<file path="src/core_consts.svh">
`ifndef CORE_CONSTS_SVH
`define CORE_CONSTS_SVH

// first fetch address after reset.
`define RESET_PC    32'h0000_0000
`define MTVEC_RESET 32'h0000_0100  // trap vector until software moves it.

`define NUM_REGS    32

// machine CSR addresses the core implements.
`define CSR_MTVEC   12'h305
`define CSR_MEPC    12'h341

`endif

</file>
<file path="src/isa_pkg.sv">
`default_nettype none

package isa_pkg;

typedef enum logic [6:0] {
    OPC_OP_IMM = 7'b0010011,
    OPC_OP     = 7'b0110011,
    OPC_JAL    = 7'b1101111,
    OPC_JALR   = 7'b1100111,
    OPC_BRANCH = 7'b1100011,
    OPC_SYSTEM = 7'b1110011
} opcode_t;

// funct3 of the conditional branches.
typedef enum logic [2:0] {
    F3_BEQ = 3'b000,
    F3_BNE = 3'b001,
    F3_BLT = 3'b100,
    F3_BGE = 3'b101
} branch_f3_t;

typedef enum logic [2:0] {
    F3_PRIV  = 3'b000,  // ECALL and MRET, told apart by bits 31:20.
    F3_CSRRW = 3'b001
} system_f3_t;

typedef struct packed {
    logic [6:0] funct7;
    logic [4:0] rs2;
    logic [4:0] rs1;
    logic [2:0] funct3;
    logic [4:0] rd;
    opcode_t    opcode;
} r_fmt_t;

typedef struct packed {
    logic [11:0] imm;  // also the CSR address and the SYSTEM function code.
    logic [4:0]  rs1;
    logic [2:0]  funct3;
    logic [4:0]  rd;
    opcode_t     opcode;
} i_fmt_t;

// B and J formats scatter their immediate bits across the word.
typedef struct packed {
    logic       imm12;
    logic [5:0] imm10_5;
    logic [4:0] rs2;
    logic [4:0] rs1;
    logic [2:0] funct3;
    logic [3:0] imm4_1;
    logic       imm11;
    opcode_t    opcode;
} b_fmt_t;

typedef struct packed {
    logic       imm20;
    logic [9:0] imm10_1;
    logic       imm11;
    logic [7:0] imm19_12;
    logic [4:0] rd;
    opcode_t    opcode;
} j_fmt_t;

typedef union packed {
    r_fmt_t r;
    i_fmt_t i;
    b_fmt_t b;
    j_fmt_t j;
} instr_u;

endpackage

`default_nettype wire

</file>
<file path="src/core_pkg.sv">
`default_nettype none

package core_pkg;

// control-flow class carried by each instruction.
typedef enum logic [1:0] {
    PC_NONE,
    PC_JAL,
    PC_JALR,
    PC_BRANCH
} pc_source_t;

typedef enum logic [1:0] {
    NPC_P_4,
    NPC_JUMP,      // target resolved in ID.
    NPC_BRANCH,    // target resolved in EX.
    NPC_EXCEPTION
} next_pc_mux_t;

typedef enum logic {
    EXCPC_MTVEC,
    EXCPC_MEPC
} exc_pc_mux_t;

// result written back by EX.
typedef enum logic [1:0] {
    ALU_ADD,
    ALU_PASS_PC4,  // link value of JAL and JALR.
    ALU_CSR,       // old CSR value of CSRRW.
    ALU_NONE
} alu_op_t;

endpackage

`default_nettype wire

</file>
<file path="src/fetch_stage.sv">
`default_nettype none

`include "core_consts.svh"

module fetch_stage (
    input  logic        clk_i,
    input  logic        rst_i,
    input  logic [31:0] next_pc_i,
    input  logic        redirect_i,
    output logic [31:0] imem_addr_o,
    input  logic [31:0] imem_rdata_i,
    output logic        if_valid_o,
    output logic [31:0] if_pc_o,
    output logic [31:0] if_instr_o
);

logic [31:0] pc_q;

assign imem_addr_o = pc_q;  // memory answers in the same cycle.

always_ff @(posedge clk_i) begin
    if (rst_i) begin
        pc_q       <= `RESET_PC;
        if_valid_o <= 1'b0;
    end else begin
        pc_q       <= next_pc_i;
        // the word read while a redirect is chosen is on the wrong path.
        if_valid_o <= ~redirect_i;
    end
end

// the fetched word moves on to decode with its address.
always_ff @(posedge clk_i) begin
    if_pc_o    <= pc_q;
    if_instr_o <= imem_rdata_i;
end

endmodule

`default_nettype wire

</file>
<file path="src/decode_stage.sv">
`default_nettype none

`include "core_consts.svh"

module decode_stage import isa_pkg::*, core_pkg::*; (
    input  logic        clk_i,
    input  logic        rst_i,
    input  logic        if_valid_i,
    input  logic [31:0] if_pc_i,
    input  logic [31:0] if_instr_i,
    input  logic        flush_i,
    input  logic        wb_we_i,
    input  logic [4:0]  wb_rd_i,
    input  logic [31:0] wb_data_i,
    output logic        id_valid_o,
    output logic [31:0] id_pc_o,
    output logic [31:0] rs1_val_o,
    output logic [31:0] rs2_val_o,
    output logic [31:0] imm_o,
    output logic [4:0]  rd_o,
    output alu_op_t     alu_op_o,
    output logic [2:0]  funct3_o,
    output pc_source_t  pc_source_ex_o,
    output logic [11:0] csr_addr_o,
    output pc_source_t  pc_source_id_o,
    output logic [31:0] jump_target_id_o,
    output logic        trap_id_o,
    output logic        is_mret_o
);

instr_u      instr;
logic [31:0] regs [`NUM_REGS];
logic [31:0] rs1_fwd;
logic [31:0] rs2_fwd;
logic [31:0] imm_itype;
logic [31:0] imm_btype;
logic [31:0] imm_jtype;
logic [31:0] imm_sel;
alu_op_t     alu_op;
pc_source_t  pc_source;
logic        use_imm;
logic        illegal;
logic        is_ecall;
logic        is_mret;
logic        active;

assign instr  = if_instr_i;
assign active = if_valid_i & ~flush_i;  // an EX redirect kills the word in ID.

assign imm_itype = {{20{instr.i.imm[11]}}, instr.i.imm};
assign imm_btype = {{19{instr.b.imm12}}, instr.b.imm12, instr.b.imm11,
                    instr.b.imm10_5, instr.b.imm4_1, 1'b0};
assign imm_jtype = {{11{instr.j.imm20}}, instr.j.imm20, instr.j.imm19_12,
                    instr.j.imm11, instr.j.imm10_1, 1'b0};

// a write retiring in EX this cycle is seen by the read in ID.
function automatic logic [31:0] read_src(input logic [4:0] idx);
    if (idx == 5'd0) begin
        return 32'd0;
    end else if (wb_we_i && (wb_rd_i == idx)) begin
        return wb_data_i;
    end
    return regs[idx];
endfunction

always_comb begin
    rs1_fwd = read_src(instr.r.rs1);
    rs2_fwd = read_src(instr.r.rs2);
end

always_comb begin
    alu_op    = ALU_NONE;
    pc_source = PC_NONE;
    imm_sel   = imm_itype;
    use_imm   = 1'b0;
    illegal   = 1'b0;
    is_ecall  = 1'b0;
    is_mret   = 1'b0;
    case (instr.r.opcode)
        OPC_OP_IMM: begin
            alu_op  = ALU_ADD;
            use_imm = 1'b1;
        end
        OPC_OP: alu_op = ALU_ADD;
        OPC_JAL: begin
            alu_op    = ALU_PASS_PC4;
            pc_source = PC_JAL;
            imm_sel   = imm_jtype;
        end
        OPC_JALR: begin
            alu_op    = ALU_PASS_PC4;
            pc_source = PC_JALR;
        end
        OPC_BRANCH: begin
            pc_source = PC_BRANCH;
            imm_sel   = imm_btype;
        end
        OPC_SYSTEM: begin
            if (instr.i.funct3 == F3_CSRRW) begin
                alu_op  = ALU_CSR;
                illegal = !(instr.i.imm inside {`CSR_MTVEC, `CSR_MEPC});
            end else if (instr.i.funct3 == F3_PRIV && instr.i.imm == 12'h000) begin
                is_ecall = 1'b1;
            end else if (instr.i.funct3 == F3_PRIV && instr.i.imm == 12'h302) begin
                is_mret = 1'b1;
            end else begin
                illegal = 1'b1;
            end
        end
        default: illegal = 1'b1;
    endcase
end

assign pc_source_id_o   = active ? pc_source : PC_NONE;
assign trap_id_o        = active & (illegal | is_ecall);
assign is_mret_o        = active & is_mret;
assign jump_target_id_o = (pc_source == PC_JALR) ? ((rs1_fwd + imm_itype) & ~32'd1)
                                                 : (if_pc_i + imm_jtype);

always_ff @(posedge clk_i) begin
    if (wb_we_i && (wb_rd_i != 5'd0)) begin
        regs[wb_rd_i] <= wb_data_i;
    end
end

always_ff @(posedge clk_i) begin
    if (rst_i) begin
        id_valid_o <= 1'b0;
    end else begin
        id_valid_o <= active & ~trap_id_o;  // a trapped word never reaches EX.
    end
end

always_ff @(posedge clk_i) begin
    id_pc_o        <= if_pc_i;
    rs1_val_o      <= rs1_fwd;
    rs2_val_o      <= use_imm ? imm_itype : rs2_fwd;
    imm_o          <= imm_sel;
    rd_o           <= instr.r.rd;
    alu_op_o       <= alu_op;
    funct3_o       <= instr.r.funct3;
    pc_source_ex_o <= pc_source;
    csr_addr_o     <= instr.i.imm;
end

// an illegal or ECALL word carries no jump of its own.
trap_vs_jump: assert property (@(posedge clk_i) disable iff (rst_i)
    trap_id_o |-> !(pc_source_id_o inside {PC_JAL, PC_JALR}));

endmodule

`default_nettype wire

</file>
<file path="src/execute_stage.sv">
`default_nettype none

module execute_stage import isa_pkg::*, core_pkg::*; (
    input  logic        clk_i,
    input  logic        rst_i,
    input  logic        id_valid_i,
    input  logic [31:0] id_pc_i,
    input  logic [31:0] rs1_val_i,
    input  logic [31:0] rs2_val_i,
    input  logic [31:0] imm_i,
    input  logic [4:0]  rd_i,
    input  alu_op_t     alu_op_i,
    input  logic [2:0]  funct3_i,
    input  pc_source_t  pc_source_i,
    input  logic [11:0] csr_addr_i,
    input  logic        flush_i,
    input  logic [31:0] csr_rdata_i,
    output logic        branch_decision_ex_o,
    output logic [31:0] branch_target_ex_o,
    output logic        trap_ex_o,
    output logic        wb_we_o,
    output logic [4:0]  wb_rd_o,
    output logic [31:0] wb_data_o,
    output logic        csr_we_o,
    output logic [11:0] csr_addr_o,
    output logic [31:0] csr_wdata_o,
    output logic        retire_valid_o,
    output logic [31:0] retire_pc_o,
    output logic [4:0]  retire_rd_o,
    output logic [31:0] retire_data_o
);

logic [31:0] target_sum;
logic [31:0] target;
logic        taken;
logic        is_jump;

// JALR adds to rs1, every other target is relative to the PC.
assign target_sum = ((pc_source_i == PC_JALR) ? rs1_val_i : id_pc_i) + imm_i;
assign target     = (pc_source_i == PC_JALR) ? (target_sum & ~32'd1) : target_sum;
assign is_jump    = (pc_source_i == PC_JAL) || (pc_source_i == PC_JALR);

always_comb begin
    case (funct3_i)
        F3_BEQ:  taken = (rs1_val_i == rs2_val_i);
        F3_BNE:  taken = (rs1_val_i != rs2_val_i);
        F3_BLT:  taken = ($signed(rs1_val_i) < $signed(rs2_val_i));
        F3_BGE:  taken = ($signed(rs1_val_i) >= $signed(rs2_val_i));
        default: taken = 1'b0;
    endcase
end

assign branch_decision_ex_o = id_valid_i && (pc_source_i == PC_BRANCH) && taken;
assign branch_target_ex_o   = target;

// a jump was redirected in ID already, its alignment is checked here.
assign trap_ex_o = id_valid_i && (target[1:0] != 2'b00) && (branch_decision_ex_o || is_jump);

always_comb begin
    case (alu_op_i)
        ALU_ADD:      wb_data_o = rs1_val_i + rs2_val_i;
        ALU_PASS_PC4: wb_data_o = id_pc_i + 32'd4;
        ALU_CSR:      wb_data_o = csr_rdata_i;
        default:      wb_data_o = 32'd0;
    endcase
end

assign retire_valid_o = id_valid_i & ~trap_ex_o;
assign wb_we_o        = retire_valid_o && (alu_op_i != ALU_NONE);
assign wb_rd_o        = rd_i;

assign csr_we_o    = retire_valid_o && (alu_op_i == ALU_CSR);
assign csr_addr_o  = csr_addr_i;
assign csr_wdata_o = rs1_val_i;  // CSRRW writes rs1 unchanged.

assign retire_pc_o   = id_pc_i;
assign retire_rd_o   = wb_we_o ? rd_i : 5'd0;
assign retire_data_o = wb_data_o;

retire_needs_valid: assert property (@(posedge clk_i) disable iff (rst_i)
    retire_valid_o |-> id_valid_i);

// after our own redirect, decode must not hand over the younger word.
flush_empties_ex: assert property (@(posedge clk_i) disable iff (rst_i)
    flush_i |=> !id_valid_i);

endmodule

`default_nettype wire

</file>
<file path="src/csr_unit.sv">
`default_nettype none

`include "core_consts.svh"

module csr_unit (
    input  logic        clk_i,
    input  logic        rst_i,
    input  logic        csr_we_i,
    input  logic [11:0] csr_addr_i,
    input  logic [31:0] csr_wdata_i,
    input  logic        trap_id_i,
    input  logic        trap_ex_i,
    input  logic [31:0] id_pc_i,
    input  logic [31:0] ex_pc_i,
    output logic [31:0] csr_rdata_o,
    output logic [31:0] mtvec_o,
    output logic [31:0] mepc_o
);

logic [31:0] mtvec_q;
logic [31:0] mepc_q;
logic        wr_mtvec;
logic        wr_mepc;

assign wr_mtvec = csr_we_i && (csr_addr_i == `CSR_MTVEC);
assign wr_mepc  = csr_we_i && (csr_addr_i == `CSR_MEPC);

// CSRRW hands back the value from before its own write.
always_comb begin
    case (csr_addr_i)
        `CSR_MTVEC: csr_rdata_o = mtvec_q;
        `CSR_MEPC:  csr_rdata_o = mepc_q;
        default:    csr_rdata_o = 32'd0;
    endcase
end

// an MRET or trap in ID right behind a CSRRW sees the new value.
assign mtvec_o = wr_mtvec ? csr_wdata_i : mtvec_q;
assign mepc_o  = wr_mepc ? csr_wdata_i : mepc_q;

always_ff @(posedge clk_i) begin
    if (rst_i) begin
        mtvec_q <= `MTVEC_RESET;
        mepc_q  <= 32'd0;
    end else begin
        if (trap_ex_i) begin
            mepc_q <= ex_pc_i;  // the older instruction wins.
        end else if (trap_id_i) begin
            mepc_q <= id_pc_i;
        end else if (wr_mepc) begin
            mepc_q <= csr_wdata_i;
        end
        if (wr_mtvec) begin
            mtvec_q <= csr_wdata_i;
        end
    end
end

endmodule

`default_nettype wire

</file>
<file path="src/pc_controller.sv">
`default_nettype none

module pc_controller import core_pkg::*; #(
    parameter int WIDTH = 32
) (
    output logic [WIDTH-1:0] next_pc_o,
    output logic             redirect_o,
    input  logic [WIDTH-1:0] curr_pc_i,
    input  logic [WIDTH-1:0] jump_target_id_i,
    input  logic [WIDTH-1:0] branch_target_ex_i,
    input  logic             branch_decision_ex_i,
    input  pc_source_t       pc_source_id_i,
    input  pc_source_t       pc_source_ex_i,
    input  logic             trap_id_i,
    input  logic             trap_ex_i,
    input  logic             is_mret_i,
    input  logic [WIDTH-1:0] mtvec_i,
    input  logic [WIDTH-1:0] mepc_i
);

next_pc_mux_t     next_pc_mux;
exc_pc_mux_t      exc_pc_mux;
logic [WIDTH-1:0] exc_pc;
logic             ex_path;
logic             id_path;

assign ex_path = trap_ex_i || ((pc_source_ex_i == PC_BRANCH) && branch_decision_ex_i);
assign id_path = trap_id_i || is_mret_i ||
                 (pc_source_id_i == PC_JAL) || (pc_source_id_i == PC_JALR);

// EX is older than ID, so its redirect comes first.
always_comb begin
    if (trap_ex_i)
        next_pc_mux = NPC_EXCEPTION;
    else if ((pc_source_ex_i == PC_BRANCH) && branch_decision_ex_i)
        next_pc_mux = NPC_BRANCH;
    else if (trap_id_i || is_mret_i)
        next_pc_mux = NPC_EXCEPTION;
    else if ((pc_source_id_i == PC_JAL) || (pc_source_id_i == PC_JALR))
        next_pc_mux = NPC_JUMP;
    else
        next_pc_mux = NPC_P_4;
end

assign exc_pc_mux = is_mret_i ? EXCPC_MEPC : EXCPC_MTVEC;
assign exc_pc     = (exc_pc_mux == EXCPC_MEPC) ? mepc_i : mtvec_i;

always_comb begin
    case (next_pc_mux)
        NPC_JUMP:      next_pc_o = jump_target_id_i;
        NPC_BRANCH:    next_pc_o = branch_target_ex_i;
        NPC_EXCEPTION: next_pc_o = exc_pc;
        default:       next_pc_o = curr_pc_i + WIDTH'(4);
    endcase
end

assign redirect_o = (next_pc_mux != NPC_P_4);

// decode drops its requests whenever EX redirects.
id_ex_exclusive: assert final (!(ex_path && id_path))
    else $error("ID and EX redirects requested in the same cycle.");

endmodule

`default_nettype wire

</file>
<file path="src/core_top.sv">
`default_nettype none

module core_top import core_pkg::*; (
    input  logic        clk_i,
    input  logic        rst_i,
    output logic [31:0] imem_addr_o,
    input  logic [31:0] imem_rdata_i,
    output logic        retire_valid_o,
    output logic [31:0] retire_pc_o,
    output logic [4:0]  retire_rd_o,
    output logic [31:0] retire_data_o
);

logic        if_valid;
logic [31:0] if_pc;
logic [31:0] if_instr;
logic [31:0] next_pc;
logic        redirect;

logic        id_valid;
logic [31:0] id_pc;
logic [31:0] rs1_val;
logic [31:0] rs2_val;
logic [31:0] imm;
logic [4:0]  rd;
alu_op_t     alu_op;
logic [2:0]  funct3;
pc_source_t  pc_source_ex;
logic [11:0] csr_addr_id;
pc_source_t  pc_source_id;
logic [31:0] jump_target_id;
logic        trap_id;
logic        is_mret;

logic        branch_decision_ex;
logic [31:0] branch_target_ex;
logic        trap_ex;
logic        ex_redirect;
logic        wb_we;
logic [4:0]  wb_rd;
logic [31:0] wb_data;
logic        csr_we;
logic [11:0] csr_addr;
logic [31:0] csr_wdata;
logic [31:0] csr_rdata;
logic [31:0] mtvec;
logic [31:0] mepc;

assign ex_redirect = trap_ex | branch_decision_ex;  // flushes the word in ID.

fetch_stage u_fetch (
    .clk_i        (clk_i),
    .rst_i        (rst_i),
    .next_pc_i    (next_pc),
    .redirect_i   (redirect),
    .imem_addr_o  (imem_addr_o),
    .imem_rdata_i (imem_rdata_i),
    .if_valid_o   (if_valid),
    .if_pc_o      (if_pc),
    .if_instr_o   (if_instr)
);

decode_stage u_decode (
    .clk_i            (clk_i),
    .rst_i            (rst_i),
    .if_valid_i       (if_valid),
    .if_pc_i          (if_pc),
    .if_instr_i       (if_instr),
    .flush_i          (ex_redirect),
    .wb_we_i          (wb_we),
    .wb_rd_i          (wb_rd),
    .wb_data_i        (wb_data),
    .id_valid_o       (id_valid),
    .id_pc_o          (id_pc),
    .rs1_val_o        (rs1_val),
    .rs2_val_o        (rs2_val),
    .imm_o            (imm),
    .rd_o             (rd),
    .alu_op_o         (alu_op),
    .funct3_o         (funct3),
    .pc_source_ex_o   (pc_source_ex),
    .csr_addr_o       (csr_addr_id),
    .pc_source_id_o   (pc_source_id),
    .jump_target_id_o (jump_target_id),
    .trap_id_o        (trap_id),
    .is_mret_o        (is_mret)
);

execute_stage u_execute (
    .clk_i                (clk_i),
    .rst_i                (rst_i),
    .id_valid_i           (id_valid),
    .id_pc_i              (id_pc),
    .rs1_val_i            (rs1_val),
    .rs2_val_i            (rs2_val),
    .imm_i                (imm),
    .rd_i                 (rd),
    .alu_op_i             (alu_op),
    .funct3_i             (funct3),
    .pc_source_i          (pc_source_ex),
    .csr_addr_i           (csr_addr_id),
    .flush_i              (ex_redirect),
    .csr_rdata_i          (csr_rdata),
    .branch_decision_ex_o (branch_decision_ex),
    .branch_target_ex_o   (branch_target_ex),
    .trap_ex_o            (trap_ex),
    .wb_we_o              (wb_we),
    .wb_rd_o              (wb_rd),
    .wb_data_o            (wb_data),
    .csr_we_o             (csr_we),
    .csr_addr_o           (csr_addr),
    .csr_wdata_o          (csr_wdata),
    .retire_valid_o       (retire_valid_o),
    .retire_pc_o          (retire_pc_o),
    .retire_rd_o          (retire_rd_o),
    .retire_data_o        (retire_data_o)
);

csr_unit u_csr (
    .clk_i       (clk_i),
    .rst_i       (rst_i),
    .csr_we_i    (csr_we),
    .csr_addr_i  (csr_addr),
    .csr_wdata_i (csr_wdata),
    .trap_id_i   (trap_id),
    .trap_ex_i   (trap_ex),
    .id_pc_i     (if_pc),
    .ex_pc_i     (id_pc),
    .csr_rdata_o (csr_rdata),
    .mtvec_o     (mtvec),
    .mepc_o      (mepc)
);

pc_controller u_pc_ctrl (
    .next_pc_o            (next_pc),
    .redirect_o           (redirect),
    .curr_pc_i            (imem_addr_o),
    .jump_target_id_i     (jump_target_id),
    .branch_target_ex_i   (branch_target_ex),
    .branch_decision_ex_i (branch_decision_ex),
    .pc_source_id_i       (pc_source_id),
    .pc_source_ex_i       (pc_source_ex),
    .trap_id_i            (trap_id),
    .trap_ex_i            (trap_ex),
    .is_mret_i            (is_mret),
    .mtvec_i              (mtvec),
    .mepc_i               (mepc)
);

endmodule

`default_nettype wire

</file>
<file path="config.mk">
export PLATFORM = sky130hd
export DESIGN_NAME = core_top
export DESIGN_NICKNAME = d
export VERILOG_FILES = /design/src/isa_pkg.sv /design/src/core_pkg.sv /design/src/fetch_stage.sv /design/src/decode_stage.sv /design/src/execute_stage.sv /design/src/csr_unit.sv /design/src/pc_controller.sv /design/src/core_top.sv
export VERILOG_INCLUDE_DIRS = /design/src
export SDC_FILE = /design/constraint.sdc
export NUM_CORES = 2
export LEC_CHECK = 0
export BUFFER_PORTS_ARGS = -buffer_cell sky130_fd_sc_hd__buf_2
export CAP_MARGIN = 20
export CORE_MARGIN = 2
export CORE_UTILIZATION = 34
export CTS_CLUSTER_DIAMETER = 30
export DETAILED_ROUTE_END_ITERATION = 10
export PLACE_DENSITY = 0.59
export SLEW_MARGIN = 20
export SYNTH_ARGS = -nofsm -noshare
export SYNTH_HDL_FRONTEND = slang
export SYNTH_SLANG_ARGS = --single-unit
</file>
<file path="constraint.sdc">
create_clock -name clk_i -period 8.5 [get_ports clk_i]
set_input_delay 1.7 -clock clk_i [delete_from_list [all_inputs] [get_ports clk_i]]
set_output_delay 1.7 -clock clk_i [all_outputs]
set_load 0.01 [all_outputs]
</file>
==> impl_metrics.json <==
{
  "ys_dominant_reg_cell": "sky130_fd_sc_hd__edfxtp_1",
  "fmax_mhz": 128,
  "synth_async_sr_flop_share_pct": 0,
  "worst_r2r_path_depth": 27,
  "dr_wl_met3_um": 19500,
  "setup_violations": 0,
  "cts.reportedPaths.clkPinSlew_ns": 0.05,
  "rsz0062_at_grt": "false",
  "hold_end": "u_fetch.if_pc_o[1]$_DFF_P_",
  "final_wirelength_um": 224000,
  "worst_r2r_startpoint": "u_decode.rs1_val_o[31]$_DFF_P_",
  "design.portCount": 136,
  "grt_antenna_before_repair": 5,
  "netlist_top_cells_area": "sky130_fd_sc_hd__edfxtp_1 46%, sky130_fd_sc_hd__mux4_2 22%, sky130_fd_sc_hd__dfxtp_1 8.9%",
  "holdCritPathClass": "reg2reg",
  "die_w_um": 446,
  "synth_instances": 4373,
  "leakagePower_uw": 0.0302,
  "count_of_flip_flops_with_a_built_in_enable_after_synthesis": 1024,
  "cts_root_buffer": "sky130_fd_sc_hd__clkbuf_16",
  "cts_hold_buf": 0,
  "grt_max_degree": 89,
  "placement.io_buffers": 135,
  "min_period_over_period_pct": 91.7,
  "synth_area_per_cell_um2": 15.2,
  "layout_setup_ws_ns": 0.704,
  "first_pass_iters": 6,
  "synth_seq_area_share_pct": 55.2,
  "hold_viol_final": 0,
  "post-place-ws_ns": 0.839,
  "met2_length_um": 106000,
  "floorplan.die_area_um2": 199000,
  "num-fill-cells": 17200,
  "worstSetupPathType": "reg2reg",
  "drt-initial-drc-count": 5160,
  "post_synth_num_cell_types": 90,
  "via_count": 44600,
  "grt-ovfl-total": 0,
  "reg2reg_to": "u_fetch.imem_addr_o[30]$_SDFF_PP0_",
  "ys_warn_count": 0,
  "post_synth_instance_area_um2": 66400,
  "num_rows": 162,
  "clk-insertion-delay-late_ns": 0.94,
  "worstHoldPathCells": 0,
  "grt.total_usage_pct": 22.2,
  "postCtsSetupRepairBufs": 0,
  "critPathMaxFanout": 15,
  "grt_pass1_vias": 44800,
  "worstSetupStartpointType": "flop",
  "post_cts_resize_count": 0,
  "cts-htree-levels": 5,
  "cp.arrival_ns": 8.56,
  "finalMaxSlewViolations": 0,
  "grt_first_pass_wirelength_um": 321000,
  "reg2reg_slack_ns": 0.70,
  "min_from": "u_fetch.imem_addr_o[1]$_SDFFE_PP0P_",
  "routed_wire_length_per_instance_um": 29.7,
  "run_status": "finished clean",
  "ys_ff_latch": 1320,
  "cp_data_required_time_ns": 9.26,
  "topRoutingLayerUsed": "met4",
  "area_growth_syn_to_fin_pct": 23.8,
  "drc": 0,
  "drv.max_cap_violation_count": 0,
  "power_uw": 20900,
  "nets": 4957,
  "core_area_um2": 195000,
  "fin_cells": 7541,
  "ant_nets": 0,
  "worst_setup_path_end_kind": "flop",
  "ys_top_cells_by_count": "1024 x sky130_fd_sc_hd__edfxtp_1, 638 x sky130_fd_sc_hd__mux4_2, 311 x sky130_fd_sc_hd__nor2_1, 296 x sky130_fd_sc_hd__dfxtp_1, 222 x sky130_fd_sc_hd__a21oi_1",
  "drt-vias-per-instance": 5.91,
  "period_needed_ns": 7.80,
  "synth_most_common_cell": "sky130_fd_sc_hd__edfxtp_1",
  "dp_hpwl_um": 144000,
  "chipHeight_um": 446,
  "power.ir.vdd_worst_mv": 0.211,
  "timing.max_slew.rel_slack_pct": 25.4,
  "fin_setup_tns_ns": 0,
  "clock_tree_from_tritoncts": "built",
  "wire_length_on_met1_um": 92400,
  "hold_slack_ns": 0.373,
  "cts_buffer_depth": 4,
  "cellPowerDensity_nw_per_um2": 254,
  "post_route_cells_drive_above_1_share_pct": 31.6,
  "cp_top_family": "compound AO/OA/AOI/OAI gates",
  "fin_skew_ns": 0.0868,
  "cts_buffers": 335,
  "clkSinkCount": 1320,
  "synth_top_area_cell": "sky130_fd_sc_hd__edfxtp_1",
  "timing.critical_path.slowest_cell_delay_ns": 0.63,
  "synth.top_cell.area_share_pct": 46.3,
  "timing.critical_path.slowest_stage_cell": "sky130_fd_sc_hd__ha_1",
  "finalWeightedCongestion": 0.946,
  "placed_instance_count": 6958,
  "critical_path_buf_inv_count": 2,
  "initial_core_util_pct": 34.1,
  "worst_pin_slew_ns": 1.12
}
## final cells by class
type	count	area, um2	share of cell area (%)
Antenna cell	2	5.00	0.00609
Timing Repair Buffer	285	1930	2.35
Multi-Input combinational cell	2719	29100	35.4
Inverter	93	352	0.428
Clock buffer	407	8910	10.8
Tap cell	2542	3180	3.87
Clock inverter	173	2030	2.46
Sequential cell	1320	36700	44.7
## how the worst max path moves through the flow
stage / from / to / slack, ns / cells past startpoint
finish: u_decode.rs1_val_o[31]$_DFF_P_ / u_fetch.imem_addr_o[30]$_SDFF_PP0_ / 0.70 / 27
global route: u_decode.rs2_val_o[11]$_DFF_P_ / u_fetch.imem_addr_o[30]$_SDFF_PP0_ / 0.28 / 28
CTS: u_decode.rs1_val_o[31]$_DFF_P_ / u_fetch.imem_addr_o[30]$_SDFF_PP0_ / 0.79 / 27
detailed placement: u_decode.rs1_val_o[31]$_DFF_P_ / u_fetch.imem_addr_o[30]$_SDFF_PP0_ / 0.84 / 27
global placement: u_decode.rs2_val_o[11]$_DFF_P_ / u_fetch.imem_addr_o[24]$_SDFF_PP0_ / 1.05 / 27
floorplan: u_decode.rs2_val_o[0]$_DFF_P_ / u_fetch.imem_addr_o[31]$_SDFF_PP0_ / 1.14 / 29
## kinds of logic (layout without fill, tap and decap cells)
| kind of cell | count (synthesis) | in the layout | synth area share [%] |
|---|---|---|---|
| AO/OA/AOI/OAI | 723 | 723 | 7.28 |
| flip-flops | 1320 | 1320 | 55.2 |
| buffers and inverters | 365 | 958 | 2.18 |
| multiplexers | 800 | 800 | 24.2 |
| other | 1 | 34 | 0.00565 |
| adder cells (fa/ha/maj) | 169 | 169 | 3.23 |
| AND/OR/NAND/NOR | 838 | 838 | 5.84 |
| XOR/XNOR | 157 | 157 | 2.07 |
## through the flow
stage / util, % / instance area (um2)
finish: 42.2 / 82200
global route: 42.2 / 82200
detailed placement: 36.6 / 71200
global placement: 36.6 / 71200
CTS: 42.2 / 82200
floorplan: - / 66500
## worst register-to-register path, cell delays in order (launching register included)
cell	delay, ns
sky130_fd_sc_hd__dfxtp_1	0.35
sky130_fd_sc_hd__ha_1	0.63
sky130_fd_sc_hd__nand4_1	0.19
sky130_fd_sc_hd__nor4_2	0.41
sky130_fd_sc_hd__nand2_1	0.25
sky130_fd_sc_hd__or4_4	0.60
sky130_fd_sc_hd__xor2_1	0.17
sky130_fd_sc_hd__a211o_1	0.36
sky130_fd_sc_hd__or3_1	0.37
sky130_fd_sc_hd__nand3_2	0.26
sky130_fd_sc_hd__nor2_1	0.09
sky130_fd_sc_hd__a211oi_1	0.39
sky130_fd_sc_hd__inv_1	0.10
sky130_fd_sc_hd__fa_1	0.39
sky130_fd_sc_hd__nor2b_1	0.17
sky130_fd_sc_hd__o21ai_0	0.13
sky130_fd_sc_hd__a21boi_0	0.29
sky130_fd_sc_hd__o41a_1	0.21
sky130_fd_sc_hd__a41oi_1	0.25
sky130_fd_sc_hd__a2111oi_0	0.59
sky130_fd_sc_hd__buf_4	0.26
sky130_fd_sc_hd__a31oi_1	0.18
sky130_fd_sc_hd__o211ai_1	0.22
sky130_fd_sc_hd__o2111ai_1	0.12
sky130_fd_sc_hd__a21oi_1	0.19
sky130_fd_sc_hd__xor2_1	0.18
sky130_fd_sc_hd__nand2_1	0.07
sky130_fd_sc_hd__a221oi_1	0.26
## state kept, by name, indices dropped and copies added, names as in the netlist
name                     flops
u_decode.imm_o              20
u_fetch.if_instr_o          32
u_decode.rs2_val_o          32
u_decode.csr_addr_o          6
u_decode.alu_op_o            2
u_fetch.if_pc_o             32
u_decode.id_pc_o            32
u_fetch.if_valid_o           1
u_fetch.imem_addr_o         32
u_decode.funct3_o            3
u_decode.id_valid_o          1
u_csr.mtvec_q               32
u_decode.regs             1024
u_csr.mepc_q                32
u_decode.pc_source_ex_o      2
u_decode.rs1_val_o          32
u_decode.rd_o                5
## power by group
part	switching, uW	internal (uW)	leakage (uW)	total [uW]
Sequential	158	6990	0.0129	7150
Combinational	813	568	0.0120	1380
Clock	3800	8560	0.00530	12400
## routing by layer
layer / vias up / global-route usage [%]
li1: 18600 / -
met1: 23200 / 30.2
met4: 0 / 6.90
met3: 395 / 4.52
met2: 2399 / 35.8
met5: - / 0
## layout by cell type, fill, tap and decap left out, types with 31 or more instances in the layout
| cell | synthesis | final |
|---|---|---|
| sky130_fd_sc_hd__clkbuf_1 | 193 | 52 |
| sky130_fd_sc_hd__dfxtp_1 | 296 | 285 |
| sky130_fd_sc_hd__bufinv_16 | 0 | 40 |
| sky130_fd_sc_hd__edfxtp_1 | 1024 | 1024 |
| sky130_fd_sc_hd__nor2_1 | 311 | 287 |
| sky130_fd_sc_hd__inv_1 | 91 | 89 |
| sky130_fd_sc_hd__a211oi_1 | 90 | 90 |
| sky130_fd_sc_hd__a21oi_1 | 222 | 220 |
| sky130_fd_sc_hd__mux2i_1 | 124 | 124 |
| sky130_fd_sc_hd__a21o_1 | 32 | 32 |
| sky130_fd_sc_hd__clkinv_1 | 0 | 31 |
| sky130_fd_sc_hd__clkinv_2 | 0 | 49 |
| sky130_fd_sc_hd__xnor2_1 | 82 | 82 |
| sky130_fd_sc_hd__nand3_1 | 76 | 75 |
| sky130_fd_sc_hd__buf_2 | 9 | 134 |
| sky130_fd_sc_hd__ha_1 | 165 | 165 |
| sky130_fd_sc_hd__conb_1 | 1 | 32 |
| sky130_fd_sc_hd__buf_4 | 4 | 142 |
| sky130_fd_sc_hd__o21ai_0 | 102 | 102 |
| sky130_fd_sc_hd__clkbuf_16 | 0 | 340 |
| sky130_fd_sc_hd__mux4_2 | 638 | 638 |
| sky130_fd_sc_hd__mux2_2 | 38 | 38 |
| sky130_fd_sc_hd__nor3_1 | 64 | 56 |
| sky130_fd_sc_hd__nand2_1 | 193 | 191 |
| sky130_fd_sc_hd__xor2_1 | 75 | 75 |
| sky130_fd_sc_hd__a221oi_1 | 40 | 40 |
(Power assumes the default switching activity.)
